==> config.mk <==
export PLATFORM = sky130hd
export DESIGN_NAME = tlul_reg_top
export DESIGN_NICKNAME = d
export VERILOG_FILES = /design/src/tlul_pkg.sv /design/src/regs_pkg.sv /design/src/tlul_err.sv /design/src/tlul_adapter_reg.sv /design/src/reg_block.sv /design/src/tlul_reg_top.sv
export SDC_FILE = /design/constraint.sdc
export NUM_CORES = 1
export LEC_CHECK = 0
export CORE_MARGIN = 2
export CORE_UTILIZATION = 40
export CTS_BUF_LIST = sky130_fd_sc_hd__clkbuf_8 sky130_fd_sc_hd__clkbuf_16
export CTS_CLUSTER_DIAMETER = 100
export DETAILED_ROUTE_END_ITERATION = 8
export DONT_BUFFER_PORTS = 1
export GPL_TIMING_DRIVEN = 0
export PLACE_DENSITY = 0.64
export SLEW_MARGIN = 20
export SYNTH_ARGS = -nofsm -noshare
export SYNTH_HDL_FRONTEND = slang
export SYNTH_SLANG_ARGS = --single-unit
==> constraint.sdc <==
create_clock -name clk_i -period 4.3 [get_ports clk_i]
set_input_delay 0.43 -clock clk_i [delete_from_list [all_inputs] [get_ports clk_i]]
set_output_delay 0.43 -clock clk_i [all_outputs]
set_load 0.01 [all_outputs]
==> src/tlul_pkg.sv <==
/*
  TL-UL bus definitions for the register slave and its testbench.
  Import with tlul_pkg::* in any module that touches the A or D channel.
*/

package tlul_pkg;

  ////////////////////////////////////////////////////////////
  // Field widths
  ////////////////////////////////////////////////////////////

  // Byte address width of the A channel
  localparam int TL_AW = 32;

  // Data bus width
  localparam int TL_DW = 32;

  // One mask bit per byte lane
  localparam int TL_DBW = TL_DW / 8;

  // Log2 of the transfer size in bytes
  localparam int TL_SZW = 2;

  // Source identifier, echoed on the D channel
  localparam int TL_AIW = 8;

  ////////////////////////////////////////////////////////////
  // Opcodes
  ////////////////////////////////////////////////////////////

  // A channel requests, UL subset only
  typedef enum logic [2:0] {
    PutFullData    = 3'h0,
    PutPartialData = 3'h1,
    Get            = 3'h4
  } tl_a_op_e;

  // D channel responses
  // AccessAckData answers Get, AccessAck answers both puts
  typedef enum logic [2:0] {
    AccessAck     = 3'h0,
    AccessAckData = 3'h1
  } tl_d_op_e;

  // Size codes that the slave supports
  // 0 is one byte, 1 is a half word, 2 is a full word
  // Anything above 2 exceeds the bus width

endpackage

==> src/regs_pkg.sv <==
/*
  Register map of the bank behind the TL-UL adapter.
  Offsets, widths and reset values used by the RTL and by the testbench model.
*/

package regs_pkg;

  // Register interface widths
  localparam int REG_AW = 8;
  localparam int REG_DW = 32;
  localparam int REG_BW = REG_DW / 8;

  ////////////////////////////////////////////////////////////
  // Address map
  ////////////////////////////////////////////////////////////

  // Word offsets within the block
  typedef enum logic [7:0] {
    REG_CTRL    = 8'h00,
    REG_SCRATCH = 8'h04,
    REG_ID      = 8'h08,
    REG_WCOUNT  = 8'h0C
  } reg_addr_e;

  // Implemented width of the narrow registers
  localparam int CTRL_W   = 8;
  localparam int WCOUNT_W = 16;

  ////////////////////////////////////////////////////////////
  // Reset values and constants
  ////////////////////////////////////////////////////////////

  localparam logic [CTRL_W-1:0] CTRL_RESET    = '0;
  localparam logic [REG_DW-1:0] SCRATCH_RESET = '0;

  // Read-only identification word
  localparam logic [REG_DW-1:0] BLOCK_ID = 32'h7e61_0001;

endpackage

==> src/tlul_err.sv <==
/*
  Combinational protocol checker for A-channel requests.
  Flags illegal opcode, size, alignment and mask; valid only with tl_a_valid_i.
*/

`timescale 1ns/10ps

module tlul_err
  import tlul_pkg::*;
(
  input  logic              tl_a_valid_i,
  input  tl_a_op_e          tl_a_opcode_i,
  input  logic [TL_SZW-1:0] tl_a_size_i,
  input  logic [TL_DBW-1:0] tl_a_mask_i,
  input  logic [TL_AW-1:0]  tl_a_address_i,
  output logic              tl_err_o
);

  // Lanes the request may touch
  logic [TL_DBW-1:0] lane_mask;

  // Individual rule violations
  logic op_err;
  logic size_err;
  logic addr_err;
  logic mask_err;
  logic full_err;

  ////////////////////////////////////////////////////////////
  // Lane selection from size and low address bits
  ////////////////////////////////////////////////////////////

  always_comb begin
    case (tl_a_size_i)
      // Single byte at the addressed lane
      2'd0: lane_mask = TL_DBW'(4'b0001) << tl_a_address_i[1:0];
      // Half word, lower or upper pair
      2'd1: lane_mask = TL_DBW'(4'b0011) << {tl_a_address_i[1], 1'b0};
      // Full word
      2'd2: lane_mask = '1;
      // Oversized, no lane is legal
      default: lane_mask = '0;
    endcase
  end

  ////////////////////////////////////////////////////////////
  // Rule checks
  ////////////////////////////////////////////////////////////

  // Only the three UL request opcodes
  assign op_err = !(tl_a_opcode_i inside {PutFullData, PutPartialData, Get});

  // Transfer wider than the bus
  assign size_err = (tl_a_size_i > 2'd2);

  // Address must be a multiple of the size
  always_comb begin
    case (tl_a_size_i)
      2'd0:    addr_err = 1'b0;
      2'd1:    addr_err = tl_a_address_i[0];
      2'd2:    addr_err = |tl_a_address_i[1:0];
      default: addr_err = 1'b0;
    endcase
  end

  // Mask bit outside the selected lanes
  assign mask_err = |(tl_a_mask_i & ~lane_mask);

  // PutFullData has to fill every selected lane
  assign full_err = (tl_a_opcode_i == PutFullData) &&
                    ((tl_a_mask_i & lane_mask) != lane_mask);

  // Meaningful only while a request is presented
  assign tl_err_o = tl_a_valid_i &
                    (op_err | size_err | addr_err | mask_err | full_err);

endmodule

==> src/tlul_adapter_reg.sv <==
/*
  Bridges single-beat TL-UL requests onto a strobe-based register interface.
  One request in flight; the D response is held until the host takes it.
*/

`timescale 1ns/10ps

module tlul_adapter_reg
  import tlul_pkg::*;
  import regs_pkg::*;
(
  input  logic              clk_i,
  input  logic              rst_ni,

  // A channel
  input  logic              tl_a_valid_i,
  input  tl_a_op_e          tl_a_opcode_i,
  input  logic [TL_SZW-1:0] tl_a_size_i,
  input  logic [TL_DBW-1:0] tl_a_mask_i,
  input  logic [TL_AW-1:0]  tl_a_address_i,
  input  logic [TL_AIW-1:0] tl_a_source_i,
  input  logic [TL_DW-1:0]  tl_a_data_i,
  output logic              tl_a_ready_o,

  // D channel
  output logic              tl_d_valid_o,
  output tl_d_op_e          tl_d_opcode_o,
  output logic [TL_SZW-1:0] tl_d_size_o,
  output logic [TL_AIW-1:0] tl_d_source_o,
  output logic [TL_DW-1:0]  tl_d_data_o,
  output logic              tl_d_error_o,
  input  logic              tl_d_ready_i,

  // Protocol checker result
  input  logic              tl_err_i,

  // Register side
  output logic              re_o,
  output logic              we_o,
  output logic [REG_AW-1:0] addr_o,
  output logic [REG_DW-1:0] wdata_o,
  output logic [REG_BW-1:0] be_o,
  input  logic [REG_DW-1:0] rdata_i,
  input  logic              error_i
);

  // Response pending on D
  logic outstanding_q;

  // Handshakes
  logic a_ack;
  logic d_ack;

  // Decoded request type, qualified by acceptance
  logic rd_req;
  logic wr_req;

  // Errors found before the register bank sees the request
  logic addr_align_err;
  logic err_internal;

  // Captured response fields
  logic [TL_AIW-1:0] reqid_q;
  logic [TL_SZW-1:0] reqsz_q;
  tl_d_op_e          rspop_q;
  logic [TL_DW-1:0]  rdata_q;
  logic              error_q;

  assign a_ack = tl_a_valid_i & tl_a_ready_o;
  assign d_ack = tl_d_valid_o & tl_d_ready_i;

  assign wr_req = a_ack & ((tl_a_opcode_i == PutFullData) |
                           (tl_a_opcode_i == PutPartialData));
  assign rd_req = a_ack & (tl_a_opcode_i == Get);

  ////////////////////////////////////////////////////////////
  // Error handling
  ////////////////////////////////////////////////////////////

  // Register writes are whole-word addressed
  assign addr_align_err = wr_req & (|tl_a_address_i[1:0]);

  assign err_internal = addr_align_err | tl_err_i;

  ////////////////////////////////////////////////////////////
  // Register strobes
  ////////////////////////////////////////////////////////////

  // High only in the acceptance cycle, suppressed on any early error
  assign we_o = wr_req & ~err_internal;
  assign re_o = rd_req & ~err_internal;

  // Word address into the bank
  assign addr_o  = {tl_a_address_i[REG_AW-1:2], 2'b00};
  assign wdata_o = tl_a_data_i;
  assign be_o    = tl_a_mask_i;

  ////////////////////////////////////////////////////////////
  // Outstanding tracking and response capture
  ////////////////////////////////////////////////////////////

  always_ff @(posedge clk_i or negedge rst_ni) begin
    if (!rst_ni) begin
      outstanding_q <= 1'b0;
    end else if (a_ack) begin
      outstanding_q <= 1'b1;
    end else if (d_ack) begin
      outstanding_q <= 1'b0;
    end
  end

  // Held stable until the D handshake since no new request is accepted
  always_ff @(posedge clk_i) begin
    if (a_ack) begin
      reqid_q <= tl_a_source_i;
      reqsz_q <= tl_a_size_i;
      // Data response for every Get, errored or not
      rspop_q <= rd_req ? AccessAckData : AccessAck;
      rdata_q <= err_internal ? '1 : rdata_i;
      error_q <= error_i | err_internal;
    end
  end

  // Accept only with nothing pending
  assign tl_a_ready_o = ~outstanding_q;

  assign tl_d_valid_o  = outstanding_q;
  assign tl_d_opcode_o = rspop_q;
  assign tl_d_size_o   = reqsz_q;
  assign tl_d_source_o = reqid_q;
  assign tl_d_data_o   = rdata_q;
  assign tl_d_error_o  = error_q;

endmodule

==> src/reg_block.sv <==
/*
  Four-register bank driven by single-cycle read and write strobes.
  Read data and error return combinationally; writes land on the strobe edge.
*/

`timescale 1ns/10ps

module reg_block
  import regs_pkg::*;
(
  input  logic              clk_i,
  input  logic              rst_ni,

  // Strobe interface
  input  logic              re_i,
  input  logic              we_i,
  input  logic [REG_AW-1:0] addr_i,
  input  logic [REG_DW-1:0] wdata_i,
  input  logic [REG_BW-1:0] be_i,
  output logic [REG_DW-1:0] rdata_o,
  output logic              error_o
);

  // Register storage
  logic [CTRL_W-1:0]   ctrl_q;
  logic [REG_DW-1:0]   scratch_q;
  logic [WCOUNT_W-1:0] wcount_q;

  // Address decode
  logic hit_ctrl;
  logic hit_scratch;
  logic hit_id;
  logic hit_wcount;
  logic addr_miss;

  // Access qualifiers
  logic wr_ro;
  logic wr_ok;

  ////////////////////////////////////////////////////////////
  // Address decode
  ////////////////////////////////////////////////////////////

  always_comb begin
    hit_ctrl    = 1'b0;
    hit_scratch = 1'b0;
    hit_id      = 1'b0;
    hit_wcount  = 1'b0;
    addr_miss   = 1'b0;
    case (addr_i)
      REG_CTRL:    hit_ctrl    = 1'b1;
      REG_SCRATCH: hit_scratch = 1'b1;
      REG_ID:      hit_id      = 1'b1;
      REG_WCOUNT:  hit_wcount  = 1'b1;
      default:     addr_miss   = 1'b1;
    endcase
  end

  // Writes to the read-only words
  assign wr_ro = we_i & (hit_id | hit_wcount);

  // Only reported while a strobe is active
  assign error_o = (re_i | we_i) & (addr_miss | wr_ro);

  // Write that actually updates state
  assign wr_ok = we_i & ~error_o;

  ////////////////////////////////////////////////////////////
  // Read mux
  ////////////////////////////////////////////////////////////

  always_comb begin
    rdata_o = '0;
    // Errored or idle reads return zero
    if (re_i && !error_o) begin
      case (1'b1)
        hit_ctrl:    rdata_o = {{(REG_DW-CTRL_W){1'b0}}, ctrl_q};
        hit_scratch: rdata_o = scratch_q;
        hit_id:      rdata_o = BLOCK_ID;
        hit_wcount:  rdata_o = {{(REG_DW-WCOUNT_W){1'b0}}, wcount_q};
        default:     rdata_o = '0;
      endcase
    end
  end

  ////////////////////////////////////////////////////////////
  // Writable registers
  ////////////////////////////////////////////////////////////

  // Control holds a single byte, lane 0 only
  always_ff @(posedge clk_i or negedge rst_ni) begin
    if (!rst_ni) begin
      ctrl_q <= CTRL_RESET;
    end else if (wr_ok && hit_ctrl && be_i[0]) begin
      ctrl_q <= wdata_i[CTRL_W-1:0];
    end
  end

  // Scratch merges each enabled byte lane
  always_ff @(posedge clk_i or negedge rst_ni) begin
    if (!rst_ni) begin
      scratch_q <= SCRATCH_RESET;
    end else if (wr_ok && hit_scratch) begin
      for (int b = 0; b < REG_BW; b++) begin
        if (be_i[b]) begin
          scratch_q[b*8 +: 8] <= wdata_i[b*8 +: 8];
        end
      end
    end
  end

  ////////////////////////////////////////////////////////////
  // Write counter
  ////////////////////////////////////////////////////////////

  // Counts every accepted write, wraps at the top
  always_ff @(posedge clk_i or negedge rst_ni) begin
    if (!rst_ni) begin
      wcount_q <= '0;
    end else if (wr_ok) begin
      wcount_q <= wcount_q + WCOUNT_W'(1);
    end
  end

endmodule

==> src/tlul_reg_top.sv <==
/*
  TL-UL register slave top; ties the checker, adapter and register bank.
*/

`timescale 1ns/10ps

module tlul_reg_top
  import tlul_pkg::*;
  import regs_pkg::*;
(
  input  logic              clk_i,
  input  logic              rst_ni,

  // A channel
  input  logic              tl_a_valid_i,
  input  tl_a_op_e          tl_a_opcode_i,
  input  logic [TL_SZW-1:0] tl_a_size_i,
  input  logic [TL_DBW-1:0] tl_a_mask_i,
  input  logic [TL_AW-1:0]  tl_a_address_i,
  input  logic [TL_AIW-1:0] tl_a_source_i,
  input  logic [TL_DW-1:0]  tl_a_data_i,
  output logic              tl_a_ready_o,

  // D channel
  output logic              tl_d_valid_o,
  output tl_d_op_e          tl_d_opcode_o,
  output logic [TL_SZW-1:0] tl_d_size_o,
  output logic [TL_AIW-1:0] tl_d_source_o,
  output logic [TL_DW-1:0]  tl_d_data_o,
  output logic              tl_d_error_o,
  input  logic              tl_d_ready_i
);

  // Checker to adapter
  logic tl_err;

  // Register interface
  logic              reg_re;
  logic              reg_we;
  logic [REG_AW-1:0] reg_addr;
  logic [REG_DW-1:0] reg_wdata;
  logic [REG_BW-1:0] reg_be;
  logic [REG_DW-1:0] reg_rdata;
  logic              reg_error;

  tlul_err u_err (
    .tl_a_valid_i   (tl_a_valid_i),
    .tl_a_opcode_i  (tl_a_opcode_i),
    .tl_a_size_i    (tl_a_size_i),
    .tl_a_mask_i    (tl_a_mask_i),
    .tl_a_address_i (tl_a_address_i),
    .tl_err_o       (tl_err)
  );

  tlul_adapter_reg u_adapter (
    .clk_i          (clk_i),
    .rst_ni         (rst_ni),
    .tl_a_valid_i   (tl_a_valid_i),
    .tl_a_opcode_i  (tl_a_opcode_i),
    .tl_a_size_i    (tl_a_size_i),
    .tl_a_mask_i    (tl_a_mask_i),
    .tl_a_address_i (tl_a_address_i),
    .tl_a_source_i  (tl_a_source_i),
    .tl_a_data_i    (tl_a_data_i),
    .tl_a_ready_o   (tl_a_ready_o),
    .tl_d_valid_o   (tl_d_valid_o),
    .tl_d_opcode_o  (tl_d_opcode_o),
    .tl_d_size_o    (tl_d_size_o),
    .tl_d_source_o  (tl_d_source_o),
    .tl_d_data_o    (tl_d_data_o),
    .tl_d_error_o   (tl_d_error_o),
    .tl_d_ready_i   (tl_d_ready_i),
    .tl_err_i       (tl_err),
    .re_o           (reg_re),
    .we_o           (reg_we),
    .addr_o         (reg_addr),
    .wdata_o        (reg_wdata),
    .be_o           (reg_be),
    .rdata_i        (reg_rdata),
    .error_i        (reg_error)
  );

  reg_block u_regs (
    .clk_i   (clk_i),
    .rst_ni  (rst_ni),
    .re_i    (reg_re),
    .we_i    (reg_we),
    .addr_i  (reg_addr),
    .wdata_i (reg_wdata),
    .be_i    (reg_be),
    .rdata_o (reg_rdata),
    .error_o (reg_error)
  );

endmodule

======== Yosys cells after proc, flatten, opt, wreduce, memory -nomap -nowiden ========
Index checks and enable logic that the tools add are counted.
storage, ports and cells
  output and inout port bits .............. 48
  RAM bits ................................ 0
  bits in registers ....................... 103
  memories ................................ 0
  bits in latches ......................... 0
  bits in read-only memories .............. 0
  bits of input ports ..................... 85
operators by class
  $lt $le $gt $ge ......................... 1
  add/sub/neg operators ................... 1
  bitwise operators ....................... 27
  divide/modulo/power cells ............... 0
  multipliers ............................. 0
  muxes and demuxes ....................... 15
  reduce and logical (&&, ||, !) cells .... 19
  shift operators ......................... 2
  eq/ne operators ......................... 8
operator list
  operator                                              count
  two-way mux 32 bit                                    4
  adder 16 x 1 -> 16 bit (second input constant)        1
  two-way mux 16 bit                                    1
  equality test 6 x 2 -> 1 bit (second input constant)  2
  case mux 4 bit (3 select lines)                       1
  AND 1 bit                                             11
  OR 1 bit                                              10
  AND 4 bit                                             2
  zero test 8 bit                                       1
  two-way mux 1 bit                                     8
  AND reduction 2 bit                                   4
  OR reduction 4 bit                                    2
  equality test 6 x 1 -> 1 bit (second input constant)  1
  logical AND 1 bit                                     5
  inequality test 4 bit                                 1
  inverter 4 bit                                        1
  << shifter 1 x 2 -> 4 bit (first input constant)      1
  << shifter 2 x 2 -> 4 bit (first input constant)      1
  equality test 3 x 1 -> 1 bit (second input constant)  1
  equality test 3 bit (second input constant)           1
  zero test 3 bit                                       1
  inverter 1 bit                                        3
  nonzero test 3 bit                                    1
  equality test 2 x 1 -> 1 bit (second input constant)  1
  7 further kinds                                       8

======== Longest topological paths before layout ========
Gate-level depths: netlist of the first run.
  depth in word-level cells ............... 18
  depth in mapped cells ................... 10

======== Hierarchy ========
A second synthesis of the first run with hierarchy kept.
unflattened totals
  cells, all modules ...................... 457
  area, all modules ....................... 5268.8 um^2
by module, submodules not included
  module            times used  cells each  area an instance (um^2)  seq. area each (um^2)
  reg_block         1           248         2889.0                   1401.3
  tlul_adapter_reg  1           178         2138.3                   1346.3
  tlul_err          1           31          241.5                    0.0

======== Least setup slack after synthesis of the first run ========
Ideal clock, no wire load.
  kind .................................... input -> register
  start point ............................. input tl_a_size_i[0]
  end point ............................... register u_adapter.rdata_q[10] (netlist: u_adapter.tl_d_data_o[10]), data pin
  setup time .............................. 0.270 ns
  data arrival time ....................... 2.288 ns
  data required time ...................... 4.030 ns
  path slack .............................. 1.742 ns
  cell stages on the path ................. 8
  path through ............................ inv_1 ha_1 or2_2 a31oi_1 nand4_1 o41ai_1 clkbuf_1 o21ai_0
between the ends
  longest elaborated chain between the ends .. 17
  elaborated cells between the ends (all ways) .. 28
RTL lines
  what                                               line                                            source
  from (decl)                                        tlul_reg_top.sv:17                              input logic [TL_SZW-1:0] tl_a_size_i,
  equality test 2 bit, or another cell as far along  tlul_err.sv:34, tlul_err.sv:58
  case mux 4 bit (3 select lines)                    tlul_err.sv:34                                  case (tl_a_size_i)
  inverter 4 bit                                     tlul_err.sv:67                                  assign mask_err = |(tl_a_mask_i & ~lane_mask);
  AND 4 bit                                          tlul_err.sv:67
  OR reduction 4 bit                                 tlul_err.sv:67
  OR 1 bit                                           tlul_err.sv:75                                  (op_err | size_err | addr_err | mask_err | full_err);
  OR 1 bit *                                         tlul_err.sv:75
  AND 1 bit *                                        tlul_err.sv:74                                  assign tl_err_o = tl_a_valid_i &
  OR 1 bit *                                         tlul_adapter_reg.sv:83                          assign err_internal = addr_align_err | tl_err_i;
  inverter 1 bit                                     tlul_adapter_reg.sv:90, tlul_adapter_reg.sv:91
  AND 1 bit                                          tlul_adapter_reg.sv:90                          assign we_o = wr_req & ~err_internal;
  AND 1 bit                                          reg_block.sv:60                                 assign wr_ro = we_i & (hit_id | hit_wcount);
  OR 1 bit                                           reg_block.sv:63                                 assign error_o = (re_i | we_i) & (addr_miss | wr_ro);
  AND 1 bit                                          reg_block.sv:63
  zero test 1 bit                                    reg_block.sv:75                                 if (re_i && !error_o) begin
  logical AND 1 bit                                  reg_block.sv:75
  two-way mux 32 bit                                 reg_block.sv:75
  to (signal assigned)                               tlul_adapter_reg.sv:119                         rdata_q <= err_internal ? '1 : rdata_i;
  to (decl)                                          tlul_adapter_reg.sv:66                          logic [TL_DW-1:0] rdata_q;
Every way passes the cells marked *; elsewhere a longest branch is shown, timed or not.
A chain may end at the register's enable or synchronous reset.

======== Worst setup path after layout of the first run ========
  start point ............................. register u_adapter.outstanding_q (netlist: u_adapter.tl_d_valid_o)
  end point ............................... register u_adapter.rdata_q[18] (netlist: u_adapter.tl_d_data_o[18]), data pin
between the ends
  elaborated cells between the ends (all ways) .. 16
RTL lines
  what                    line                     source
  from (decl)             tlul_adapter_reg.sv:48   logic outstanding_q;
  from (signal assigned)  tlul_adapter_reg.sv:104  outstanding_q <= 1'b0;
  from (signal assigned)  tlul_adapter_reg.sv:106  outstanding_q <= 1'b1;
  from (signal assigned)  tlul_adapter_reg.sv:108  outstanding_q <= 1'b0;
  inverter 1 bit *        tlul_adapter_reg.sv:125  assign tl_a_ready_o = ~outstanding_q;
  AND 1 bit *             tlul_adapter_reg.sv:69   assign a_ack = tl_a_valid_i & tl_a_ready_o;
  AND 1 bit *             tlul_adapter_reg.sv:74   assign rd_req = a_ack & (tl_a_opcode_i == Get);
  via u_adapter.rd_req    tlul_adapter_reg.sv:55   logic rd_req;
  AND 1 bit *             tlul_adapter_reg.sv:91   assign re_o = rd_req & ~err_internal;
  OR 1 bit                reg_block.sv:63
  AND 1 bit               reg_block.sv:63
  zero test 1 bit         reg_block.sv:75
  logical AND 1 bit *     reg_block.sv:75
  two-way mux 32 bit *    reg_block.sv:75
Mark *: on every way through the listed nets, which the timed path passes. The rest lies on a longest branch.

==> out/qor.txt, run 1 <==
Worst Path Required: 4.50 ns
dominant cell by count in the synthesized netlist: sky130_fd_sc_hd__dfrtp_1
share of the clock period used by the worst path after layout: 0.655
initial antenna violation count: 0
routed metal-1 wirelength: 3.98 mm
proportion of power drawn by combinational gates: 0.049
slew at the pin with the worst max-slew slack: 0.932 ns
wire length per cell after detailed routing: 19.6 microns
Critical Path AT: 3.02 ns
area of the core: 11300 sq um
max_slew headroom: 0.377
biggest area consumer among synthesized cells: sky130_fd_sc_hd__dfrtp_1
root buffer cell: sky130_fd_sc_hd__clkbuf_16
achievable frequency: 355 MHz
worst setup path class: register to register
Worst Hold Slack: 0.185 ns
cell internal power dissipation: 1.55 mW
number of vias per cell: 5.49
leakage power: 2.16 nW
cell area power density: 390 nW/um^2
number of different library cells in the post-synthesis netlist: 48
Placer Congestion: 0.804
portion of total power attributed to sequential cells: 0.542
CTS Buf Count: 9
switching power: 0.446 mW
clock network fraction of design power: 0.409
die width: 111 microns
sw frac: 0.223
CP Capture Type: register
RSZ-0062 raised after global routing: no
async set-or-reset flop fraction in the synthesized netlist: 0.564
Peak supply drop: 0.228 mV
Max Used Layer: met4
sequential share of the synthesized area: 0.601
Cell Area, Synth: 4570 sq um
detailed-routed wire length on met2: 5.04 mm
leftover overflow at the end of global routing: 0
Placement Setup Slack: 0.969 ns
insertion delay to the later sink of the worst-skew pair: 0.34 ns
number of maximum-capacitance constraint violations: 0
setup_tns: 0 ns
number of H-tree branching levels: 3
Post-CTS Hold Buffers: 2
number of pins with negative max-slew slack in the final report: 0
final setup slack of the worst path: 1.48 ns
DRT iter0 DRCs: 180
detailed-router iteration count before antenna repair: 4
final count of negative-setup-slack endpoints: 0
total power: 2.00 mW
GR Util All Layers: 0.164
pin count of the biggest net entering global routing: 58
floorplan row count: 39
number of buffers on the longest clock path: 2
maximum net fanout on the critical path: 8
post-cts gate resize count: 0
total count of hold-check failures in the final report: 0
met3 WL: 568 microns
routed vias: 2729
IO Pins: 133
CTS tree: built
detailed-route DRC error count: 0
EDFF count, synth: 44
min cycle time layout: 2.82 ns
Hold Crit Class: input pin to register
post-CTS clock slew at the launch and capture registers of the worst setup and hold paths: 0.07 ns
number of clock sinks: 101
worst reg2reg setup slack: 1.48 ns
global-route wire length before repair: 15.8 mm
initial core utilization: 0.405
Fin Clk Skew: 0.00927 ns
Final Routed Wirelength: 9.73 mm
number of standard cells after synthesis: 334
share of post-route cells with drive strength above 1: 0.229
element type at the critical path start: register
total number of nets in the final design: 439
status: finished clean
overall die height: 111 microns
fin util: 0.455
top flip-flop cell by instance count after synthesis: sky130_fd_sc_hd__dfrtp_1
detailed-placement wirelength estimate: 6.96 mm
number of flip-flops and latches in the synthesized netlist: 101
mean instance size in the synthesized netlist: 13.7 sq um
Diodes inserted: 0
Area Growth Syn to Fin: 12.2%
setup repair bufs after CTS: 0
count of port buffers added during placement: 0
Die Area: 12300 sq um
Yosys warning total: 0
post-route antenna net violation count: 0
dominant cells by area after synthesis: sky130_fd_sc_hd__dfrtp_1 31%, sky130_fd_sc_hd__edfxtp_1 29%, sky130_fd_sc_hd__mux2_4 8.2%
fraction of synthesized cell area taken by the top area cell type: 0.312
via count of the first global-routing pass: 2866
synth cell count leaders: 57 x sky130_fd_sc_hd__dfrtp_1, 44 x sky130_fd_sc_hd__edfxtp_1, 28 x sky130_fd_sc_hd__o21ai_0
## worst paths after layout
check / startpoint / end / depth (start not counted)
setup / recovery: u_adapter.tl_d_valid_o / u_adapter.tl_d_data_o[18] / 6
hold / removal: tl_a_source_i[3] / u_adapter.tl_d_source_o[3] / 0
setup reg to reg: u_adapter.tl_d_valid_o / u_adapter.tl_d_data_o[18] / 6
hold reg to reg: u_regs.wcount_q[11] / u_regs.wcount_q[11] / 1
max in group asynchronous: rst_ni / u_regs.ctrl_q[7] / 2
min in group asynchronous: rst_ni / u_regs.scratch_q[25] / 2
## power groups by stage
stage / Combinational (mW) / Clock (mW) / Sequential, mW
6_report: 0.0981 / 0.817 / 1.08
5_1_grt: 0.111 / 0.885 / 1.09
4_1_cts: 0.0991 / 0.836 / 1.09
3_5_place_dp: 0.0836 / 0 / 1.10
3_3_place_gp: 0.0753 / 0 / 1.11
2_1_floorplan: 0.0604 / 0 / 1.10
## placed cells by master, fill, tap and decap left out, types with 2 or more instances in the layout
cell type / netlist / routed
sky130_fd_sc_hd__dfrtp_1: 57 / 57
sky130_fd_sc_hd__edfxtp_1: 44 / 44
sky130_fd_sc_hd__o21ai_0: 28 / 28
sky130_fd_sc_hd__mux2_4: 25 / 25
sky130_fd_sc_hd__nand2_1: 19 / 19
sky130_fd_sc_hd__a21oi_1: 18 / 18
sky130_fd_sc_hd__mux2_2: 18 / 18
sky130_fd_sc_hd__xnor2_1: 14 / 14
sky130_fd_sc_hd__nand4_1: 10 / 10
sky130_fd_sc_hd__nor2_1: 9 / 9
sky130_fd_sc_hd__clkbuf_1: 9 / 9
sky130_fd_sc_hd__clkbuf_16: 0 / 9
sky130_fd_sc_hd__inv_1: 7 / 8
sky130_fd_sc_hd__mux2i_1: 8 / 8
sky130_fd_sc_hd__a22oi_1: 8 / 8
sky130_fd_sc_hd__and3_1: 6 / 6
sky130_fd_sc_hd__nand3_1: 6 / 6
sky130_fd_sc_hd__ha_1: 5 / 5
sky130_fd_sc_hd__buf_2: 4 / 4
sky130_fd_sc_hd__buf_6: 3 / 3
sky130_fd_sc_hd__nand3_4: 3 / 3
sky130_fd_sc_hd__o211ai_1: 2 / 2
sky130_fd_sc_hd__and2_1: 2 / 2
sky130_fd_sc_hd__and4_1: 2 / 2
sky130_fd_sc_hd__buf_4: 2 / 2
sky130_fd_sc_hd__conb_1: 1 / 2
sky130_fd_sc_hd__inv_6: 0 / 2
## worst max-delay path, cell delays in order, from the launching register on
cell,delay [ns]
sky130_fd_sc_hd__dfrtp_1,0.45
sky130_fd_sc_hd__nand2b_1,0.23
sky130_fd_sc_hd__nor4b_1,0.58
sky130_fd_sc_hd__nand2_1,0.35
sky130_fd_sc_hd__nor3b_1,0.85
sky130_fd_sc_hd__nand2_1,0.11
sky130_fd_sc_hd__nand2_1,0.11
## per-stage QoR
stage          instances  instance area, sq um
5_1_grt              497                  5130
2_1_floorplan        335                  4570
3_5_place_dp         479                  4770
4_1_cts              497                  5110
6_report             497                  5130
3_3_place_gp         478                  4750
## flip-flops by register name, indices dropped and copies added (netlist names)
signal                   count
u_adapter.tl_d_data_o       32
u_adapter.tl_d_source_o      8
u_regs.wcount_q             16
u_adapter.tl_d_size_o        2
u_adapter.tl_d_opcode_o      1
u_regs.scratch_q            32
u_adapter.tl_d_error_o       1
u_adapter.tl_d_valid_o       1
u_regs.ctrl_q                8
## layer usage
metal	track usage	up-vias
met5	0	-
met4	0.0675	0
met2	0.280	81
met3	0.0454	9
met1	0.195	1381
li1	-	1258
## final cells by class
cell class / count / area [sq um]
fill: 1030 / 6150
sequential: 101 / 2750
multi-input combinational: 209 / 1710
clock buffer: 10 / 239
tap: 143 / 179
buffer: 18 / 103
clock inverter: 6 / 63.8
timing repair buffer: 3 / 57.6
inverter: 7 / 26.3
## cells by family (layout without fill, tap and decap cells)
| group | count (synthesis) | after routing | share of synthesized area |
|---|---|---|---|
| other | 1 | 2 | 0.000820 |
| muxes | 51 | 51 | 0.144 |
| DFF | 101 | 101 | 0.601 |
| xor gates and xnor gates | 15 | 15 | 0.0287 |
| and+or+nand+nor | 71 | 71 | 0.0964 |
| buffers and inverters | 25 | 44 | 0.0282 |
| adders and majority gates | 5 | 5 | 0.0137 |
| AOI/OAI and AO/OA | 65 | 65 | 0.0871 |
Power figures use the tool's default switching activity.
==> run 2: changes to the inputs <==
- ABC_AREA: unset -> 1
- clock period: 4.3 -> 2.6 ns (I/O delays scaled with it)
==> out/qor.txt, run 2 <==
synthesized-area fraction occupied by xor and xnor cells: 0.0145 (-0.0142)
Fin Clk Skew: 0.00461 ns (-0.00467 ns)
Final Routed Wirelength: 11.5 mm (+18%)
area of the core: 11900 sq um (+5.7%)
top flip-flop cell by instance count after synthesis: sky130_fd_sc_hd__dfrtp_1
Area Growth Syn to Fin: 12.5%
synth cell count leaders: 144 x sky130_fd_sc_hd__nand2_1, 57 x sky130_fd_sc_hd__dfrtp_1, 52 x sky130_fd_sc_hd__nand3_1
RSZ-0062 raised after global routing: no
number of clock sinks: 101 (unchanged)
Hold Crit Class: input pin to register
via count of the first global-routing pass: 3649 (+27%)
number of H-tree branching levels: 3 (unchanged)
post-route antenna net violation count: 0 (unchanged)
Peak supply drop: 0.236 mV (+3.4%)
number of different library cells in the post-synthesis netlist: 39 (-19%)
worst setup path startpoint: u_adapter.tl_d_valid_o
leftover overflow at the end of global routing: 0 (unchanged)
total number of nets in the final design: 633 (+44%)
commonest non-fill, non-tap cell in the layout: sky130_fd_sc_hd__nand2_1
GR Util All Layers: 0.188 (+0.0245)
share of post-route cells with drive strength above 1: 0.0967 (-0.132)
setup_tns: 0 ns (unchanged)
initial antenna violation count: 0 (unchanged)
worst reg2reg setup slack: 0.30 ns (-1.18 ns)
max_slew headroom: 0.323 (-0.0539)
post-CTS clock slew at the launch and capture registers of the worst setup and hold paths: 0.06 ns (about the same)
detailed-placement wirelength estimate: 8.54 mm (+23%)
number of maximum-capacitance constraint violations: 0 (unchanged)
slew at the pin with the worst max-slew slack: 1.01 ns (+0.0744 ns)
detailed-route DRC error count: 0 (unchanged)
wire length per cell after detailed routing: 16.6 microns (-15%)
CP Buf/Inv Count: 2 (+2)
highest-delay cell along the critical path: sky130_fd_sc_hd__dfrtp_1
pin count of the biggest net entering global routing: 58 (unchanged)
IO Pins: 133 (unchanged)
floorplan row count: 40 (+2.6%)
number of flip-flops and latches in the synthesized netlist: 101 (unchanged)
largest family of logic cells by synthesized area: simple AND/OR/NAND/NOR gates
CP delay by family, top: simple AND/OR/NAND/NOR gates
worst reg2reg startpoint: u_adapter.tl_d_valid_o
Yosys warning total: 0 (unchanged)
share of synthesized cell area in full adder, half adder and majority cells: 0.0130 (-0.000727)
initial core utilization: 0.405 (about the same)
post-cts gate resize count: 0 (unchanged)
number of vias per cell: 5.25 (-4.4%)
worst setup path class: register to register
Die Area: 13000 sq um (+5.4%)
maximum net fanout on the critical path: 10 (+2)
fin util: 0.456 (+0.00133)
status: finished clean
leading cell types in the layout, fill and taps excluded: 144 x sky130_fd_sc_hd__nand2_1, 57 x sky130_fd_sc_hd__dfrtp_1, 52 x sky130_fd_sc_hd__nand3_1, 49 x sky130_fd_sc_hd__inv_1, 44 x sky130_fd_sc_hd__edfxtp_1
FF/Latch Area: 2750 sq um (unchanged)
fraction of synthesized cell area taken by the top area cell type: 0.295 (-0.0166)
sequential share of the synthesized area: 0.569 (-0.0319)
Cell Area, Synth: 4830 sq um (+5.6%)
routed vias: 3647 (+34%)
cell-by-cell listing of the critical path: inv_1 -> nand2_1 -> nor2_1 -> nand4_1 -> nand3_1 -> buf_2 -> o21ai_1
number of standard cells after synthesis: 518 (+55%)
cell area power density: 590 nW/um^2 (+51%)
CTS Buf Count: 9 (unchanged)
end of the worst register-to-register path: u_adapter.tl_d_data_o[6]
CTS tree: built
EDFF count, synth: 44 (unchanged)
share of the clock period used by the worst path after layout: 0.885 (+0.229)
number of pins with negative max-slew slack in the final report: 0 (unchanged)
end point of the critical path: u_adapter.tl_d_data_o[6]
area occupied by multi-input gates: 1750 sq um (+2.3%)
number of inserted filler cells in the final layout: 1145 (+11%)
critical path depth in cells: 7 (+1)
number of buffers on the longest clock path: 2 (unchanged)
insertion delay to the later sink of the worst-skew pair: 0.34 ns (about the same)
basic-gate share of the synthesized area counting and, or, nand and nor cells: 0.240 (+0.143)
Diodes inserted: 0 (unchanged)
leakage power: 2.38 nW (+9.7%)
global-route wire length before repair: 19.0 mm (+20%)
DRT iter0 DRCs: 253 (+41%)
Placer Congestion: 0.799 (-0.55%)
detailed-router iteration count before antenna repair: 5 (+1)
biggest area consumer among synthesized cells: sky130_fd_sc_hd__dfrtp_1
mean instance size in the synthesized netlist: 9.32 sq um (-32%)
die width: 114 microns (+2.7%)
Worst Path Required: 2.66 ns (-1.84 ns)
min cycle time layout: 2.30 ns (-0.518 ns)
Critical Path AT: 2.36 ns (-0.66 ns)
dominant cell by count in the synthesized netlist: sky130_fd_sc_hd__nand2_1
count of port buffers added during placement: 0 (unchanged)
overall die height: 114 microns (+2.7%)
achievable frequency: 435 MHz (+23%)
total count of hold-check failures in the final report: 0 (unchanged)
dominant cells by area after synthesis: sky130_fd_sc_hd__dfrtp_1 30%, sky130_fd_sc_hd__edfxtp_1 27%, sky130_fd_sc_hd__nand2_1 11%
root buffer cell: sky130_fd_sc_hd__clkbuf_16
element type at the critical path start: register
mux share of post-synthesis cell area: 0 (-0.144)
fraction of the mapped netlist area in compound gates: 0.0936 (+0.00652)
number of cells on the worst reg-to-reg path: 7 (+1)
peak per-stage delay on the critical path: 0.42 ns (-0.43 ns)
async set-or-reset flop fraction in the synthesized netlist: 0.564 (unchanged)
final count of negative-setup-slack endpoints: 0 (unchanged)
CP Capture Type: register
## run 2: worst min-delay path by stage
stage                                       to  slack [ns]  cells after the start        startpoint
finish                  u_adapter.tl_d_valid_o        0.02                      1      tl_d_ready_i
global placement              u_regs.ctrl_q[6]       -0.03                      0            rst_ni
CTS                 u_adapter.tl_d_source_o[0]       0.002                      0  tl_a_source_i[0]
detailed placement            u_regs.ctrl_q[6]       -0.03                      0            rst_ni
floorplan               u_adapter.tl_d_valid_o       -0.04                      0            rst_ni
global route            u_adapter.tl_d_valid_o        0.02                      1      tl_d_ready_i
## run 2: cell families (layout without fill, tap and decap cells)
family                   count (synthesis)  in the layout
AO/OA/AOI/OAI                           84             84
buffers and inverters                   74            103
AND/OR/NAND/NOR                        245            245
XOR/XNOR                                 8              8
adder cells (fa/ha/maj)                  5              5
other                                    1              2
flip-flops                             101            101
## run 2: power breakdown
group / switching (mW) / total [mW] / internal [mW]
clock: 0.565 / 1.20 / 0.637
combinational: 0.139 / 0.203 / 0.0634
sequential: 0.0505 / 1.80 / 1.75
## run 2: metrics by stage
step | hold slack [ns] | setup slack, ns | power (mW) | std cells | area (sq um)
floorplan | -0.0356 | 0.666 | 1.95 | 519 | 4830
global placement | -0.0340 | 0.146 | 1.99 | 666 | 5010
detailed placement | -0.0345 | 0.112 | 2.00 | 667 | 5030
CTS | 0.00174 | 0.305 | 3.23 | 693 | 5410
global route | 0.0181 | 0.147 | 3.33 | 695 | 5430
finish | 0.0219 | 0.300 | 3.20 | 695 | 5430
## run 2: repair_timing
item	CTS	global route
hold buffers	10	2
endpoints found under the hold margin	65	2
buffers inserted	0	0
## run 2: cell type report
| type | count | area share |
|---|---|---|
| sequential | 101 | 0.506 |
| multi-input combinational | 344 | 0.322 |
| clock buffer | 9 | 0.0415 |
| inverter | 52 | 0.0359 |
| tap | 147 | 0.0339 |
| timing repair buffer | 13 | 0.0290 |
| buffer | 22 | 0.0256 |
| clock inverter | 7 | 0.00645 |
## run 2: layer usage
metal / share of wire / routed length, microns / GRT usage / up-vias
met4: 0.014 / 165 / 0.0537 / 0
met3: 0.066 / 756 / 0.0531 / 12
met5: 0 / 0 / 0 / -
met2: 0.49 / 5650 / 0.312 / 118
li1: - / - / - / 1780
met1: 0.43 / 4950 / 0.243 / 1737
==> run 3: changes to the inputs <==
- RECOVER_POWER: unset -> 25
- REMOVE_ABC_BUFFERS: unset -> 1
==> out/qor.txt, run 3 (synthesis results as in run 2) <==
Diodes inserted: 0 (unchanged)
via count of the first global-routing pass: 3483 (-4.5%)
Peak supply drop: 0.352 mV (+49%)
CTS Buf Count: 9 (unchanged)
total count of hold-check failures in the final report: 0 (unchanged)
insertion delay to the later sink of the worst-skew pair: 0.34 ns (about the same)
clock network fraction of design power: 0.391 (+0.016)
share of post-route cells with drive strength above 1: 0.0811 (-0.0156)
number of vias per cell: 5.38 (+2.4%)
count of port buffers added during placement: 0 (unchanged)
share of the clock period used by the worst path after layout: 0.894 (+0.00978)
number of inserted filler cells in the final layout: 1124 (-1.8%)
proportion of power drawn by combinational gates: 0.052 (-0.011)
Final Routed Wirelength: 11.1 mm (-3.9%)
achievable frequency: 430 MHz (-1.1%)
leakage power: 2.25 nW (-5.3%)
Placer Congestion: 0.860 (+7.6%)
area of the core: 11900 sq um (unchanged)
root buffer cell: sky130_fd_sc_hd__clkbuf_16
number of maximum-capacitance constraint violations: 0 (unchanged)
cell area power density: 617 nW/um^2 (+4.6%)
Critical Path AT: 2.56 ns (+0.20 ns)
total number of nets in the final design: 603 (-4.7%)
max_slew headroom: 0.0368 (-0.287)
pin count of the biggest net entering global routing: 58 (unchanged)
CP Capture Type: register
die width: 114 microns (unchanged)
detailed-router iteration count before antenna repair: 5 (unchanged)
maximum net fanout on the critical path: 12 (+2)
Critical Path Most Common Cell: sky130_fd_sc_hd__nand2_1
Area Growth Syn to Fin: 8.32%
RSZ-0062 raised after global routing: no
overall die height: 114 microns (unchanged)
GR Util All Layers: 0.175 (-0.0130)
global-route wire length before repair: 17.7 mm (-6.5%)
element type at the critical path start: register
initial antenna violation count: 0 (unchanged)
status: finished clean
setup_tns: 0 ns (unchanged)
IO Pins: 133 (unchanged)
detailed-placement wirelength estimate: 7.41 mm (-13%)
cell-by-cell listing of the critical path: inv_1 -> nand2_1 -> nor2_1 -> nand3_4 -> nor2_1 -> inv_1 -> nand2_1 -> nand2_1
FF/Latch Area: 2750 sq um (unchanged)
Fin Clk Skew: 0.00724 ns (+0.00263 ns)
switching power: 0.749 mW (-0.66%)
initial core utilization: 0.405 (unchanged)
CP delay by family, top: simple AND/OR/NAND/NOR gates
area occupied by multi-input gates: 1770 sq um (+1.4%)
sw frac: 0.232 (-0.00310)
number of cells on the worst reg-to-reg path: 8 (+1)
post-route antenna net violation count: 0 (unchanged)
highest-delay cell along the critical path: sky130_fd_sc_hd__nor2_1
Die Area: 13000 sq um (unchanged)
cell internal power dissipation: 2.48 mW (+1.1%)
number of buffers on the longest clock path: 2 (unchanged)
total power: 3.22 mW (+0.67%)
Hold Crit Class: input pin to register
worst reg2reg setup slack: 0.27 ns (-0.03 ns)
slew at the pin with the worst max-slew slack: 1.44 ns (+0.438 ns)
DRT iter0 DRCs: 490 (+94%)
Worst Path Required: 2.83 ns (+0.17 ns)
final count of negative-setup-slack endpoints: 0 (unchanged)
leading cell types in the layout, fill and taps excluded: 144 x sky130_fd_sc_hd__nand2_1, 57 x sky130_fd_sc_hd__dfrtp_1, 51 x sky130_fd_sc_hd__nand3_1, 47 x sky130_fd_sc_hd__inv_1, 44 x sky130_fd_sc_hd__edfxtp_1
peak per-stage delay on the critical path: 0.60 ns (+0.18 ns)
critical path depth in cells: 8 (+1)
CTS tree: built
Worst Hold Path Cells: 0 (-1)
leftover overflow at the end of global routing: 0 (unchanged)
number of clock sinks: 101 (unchanged)
number of H-tree branching levels: 3 (unchanged)
floorplan row count: 40 (unchanged)
worst setup path class: register to register
detailed-route DRC error count: 0 (unchanged)
post-CTS clock slew at the launch and capture registers of the worst setup and hold paths: 0.07 ns (about the same)
min cycle time layout: 2.33 ns (+0.0254 ns)
wire length per cell after detailed routing: 16.7 microns (+0.41%)
commonest non-fill, non-tap cell in the layout: sky130_fd_sc_hd__nand2_1
portion of total power attributed to sequential cells: 0.557 (-0.005)
routed vias: 3575 (-2.0%)
number of pins with negative max-slew slack in the final report: 0 (unchanged)
CP Buf/Inv Count: 2 (unchanged)
## run 3: worst paths after layout
| kind | endpoint | startpoint |
|---|---|---|
| setup / recovery | u_regs.wcount_q[15] | u_adapter.tl_d_valid_o |
| hold / removal | u_adapter.tl_d_source_o[6] | tl_a_source_i[6] |
| setup reg to reg | u_regs.wcount_q[15] | u_adapter.tl_d_valid_o |
| hold reg to reg | u_regs.scratch_q[23] | u_regs.scratch_q[23] |
| max in group asynchronous | u_regs.scratch_q[28] | rst_ni |
| min in group asynchronous | u_regs.scratch_q[3] | rst_ni |
## run 3: power groups by stage
stage	logic (mW)	clock network, mW	registers [mW]
after floorplan	0.107	0	1.83
after global placement	0.137	0	1.83
after detailed placement	0.149	0	1.83
after CTS	0.174	1.29	1.80
after global routing	0.190	1.36	1.80
final	0.166	1.26	1.80
## run 3: what timing repair did
action                                 4_1_cts  5_1_grt
setup endpoints to repair                    0       37
endpoints found under the hold margin       57        1
setup buffers                                0        0
gates resized for setup                      0        2
hold buffers                                 2        1
## run 3: per-stage QoR
stage / worst slack (ns) / hold WS [ns] / cell area (sq um) / cells / utilization
global route: 0.00913 / 0.000506 / 5230 / 665 / 0.439
CTS: 0.109 / 0.000704 / 5220 / 663 / 0.438
global placement: -0.446 / -0.0323 / 4880 / 644 / 0.409
detailed placement: -0.0547 / -0.0323 / 4900 / 645 / 0.412
floorplan: 0.235 / -0.0356 / 4690 / 497 / -
finish: 0.275 / 0.0149 / 5230 / 665 / 0.439
## run 3: routing by layer
layer | vias to the layer above | wire [microns] | share of wire | global-route usage
li1 | 1722 | - | - | -
met1 | 1697 | 4530 | 0.41 | 0.211
met2 | 145 | 5520 | 0.50 | 0.300
met3 | 11 | 899 | 0.081 | 0.0553
met4 | 0 | 131 | 0.012 | 0.0561
met5 | - | 0 | 0 | 0
## run 3: layout make-up
| cell class | instances | area share |
|---|---|---|
| repair buffers | 4 | 0.00861 |
| clock inverters | 6 | 0.00838 |
| inverters | 52 | 0.0376 |
| clock buffers | 10 | 0.0457 |
| well taps | 147 | 0.0352 |
| multi-input cells | 345 | 0.339 |
| flip-flops and latches | 101 | 0.525 |
## run 3: worst register-to-register path: cells and delay by family, from the launching register on
kind,cells,cell delay [ns]
simple gates,6,1.47
flops,1,0.41
buf+inv,2,0.34
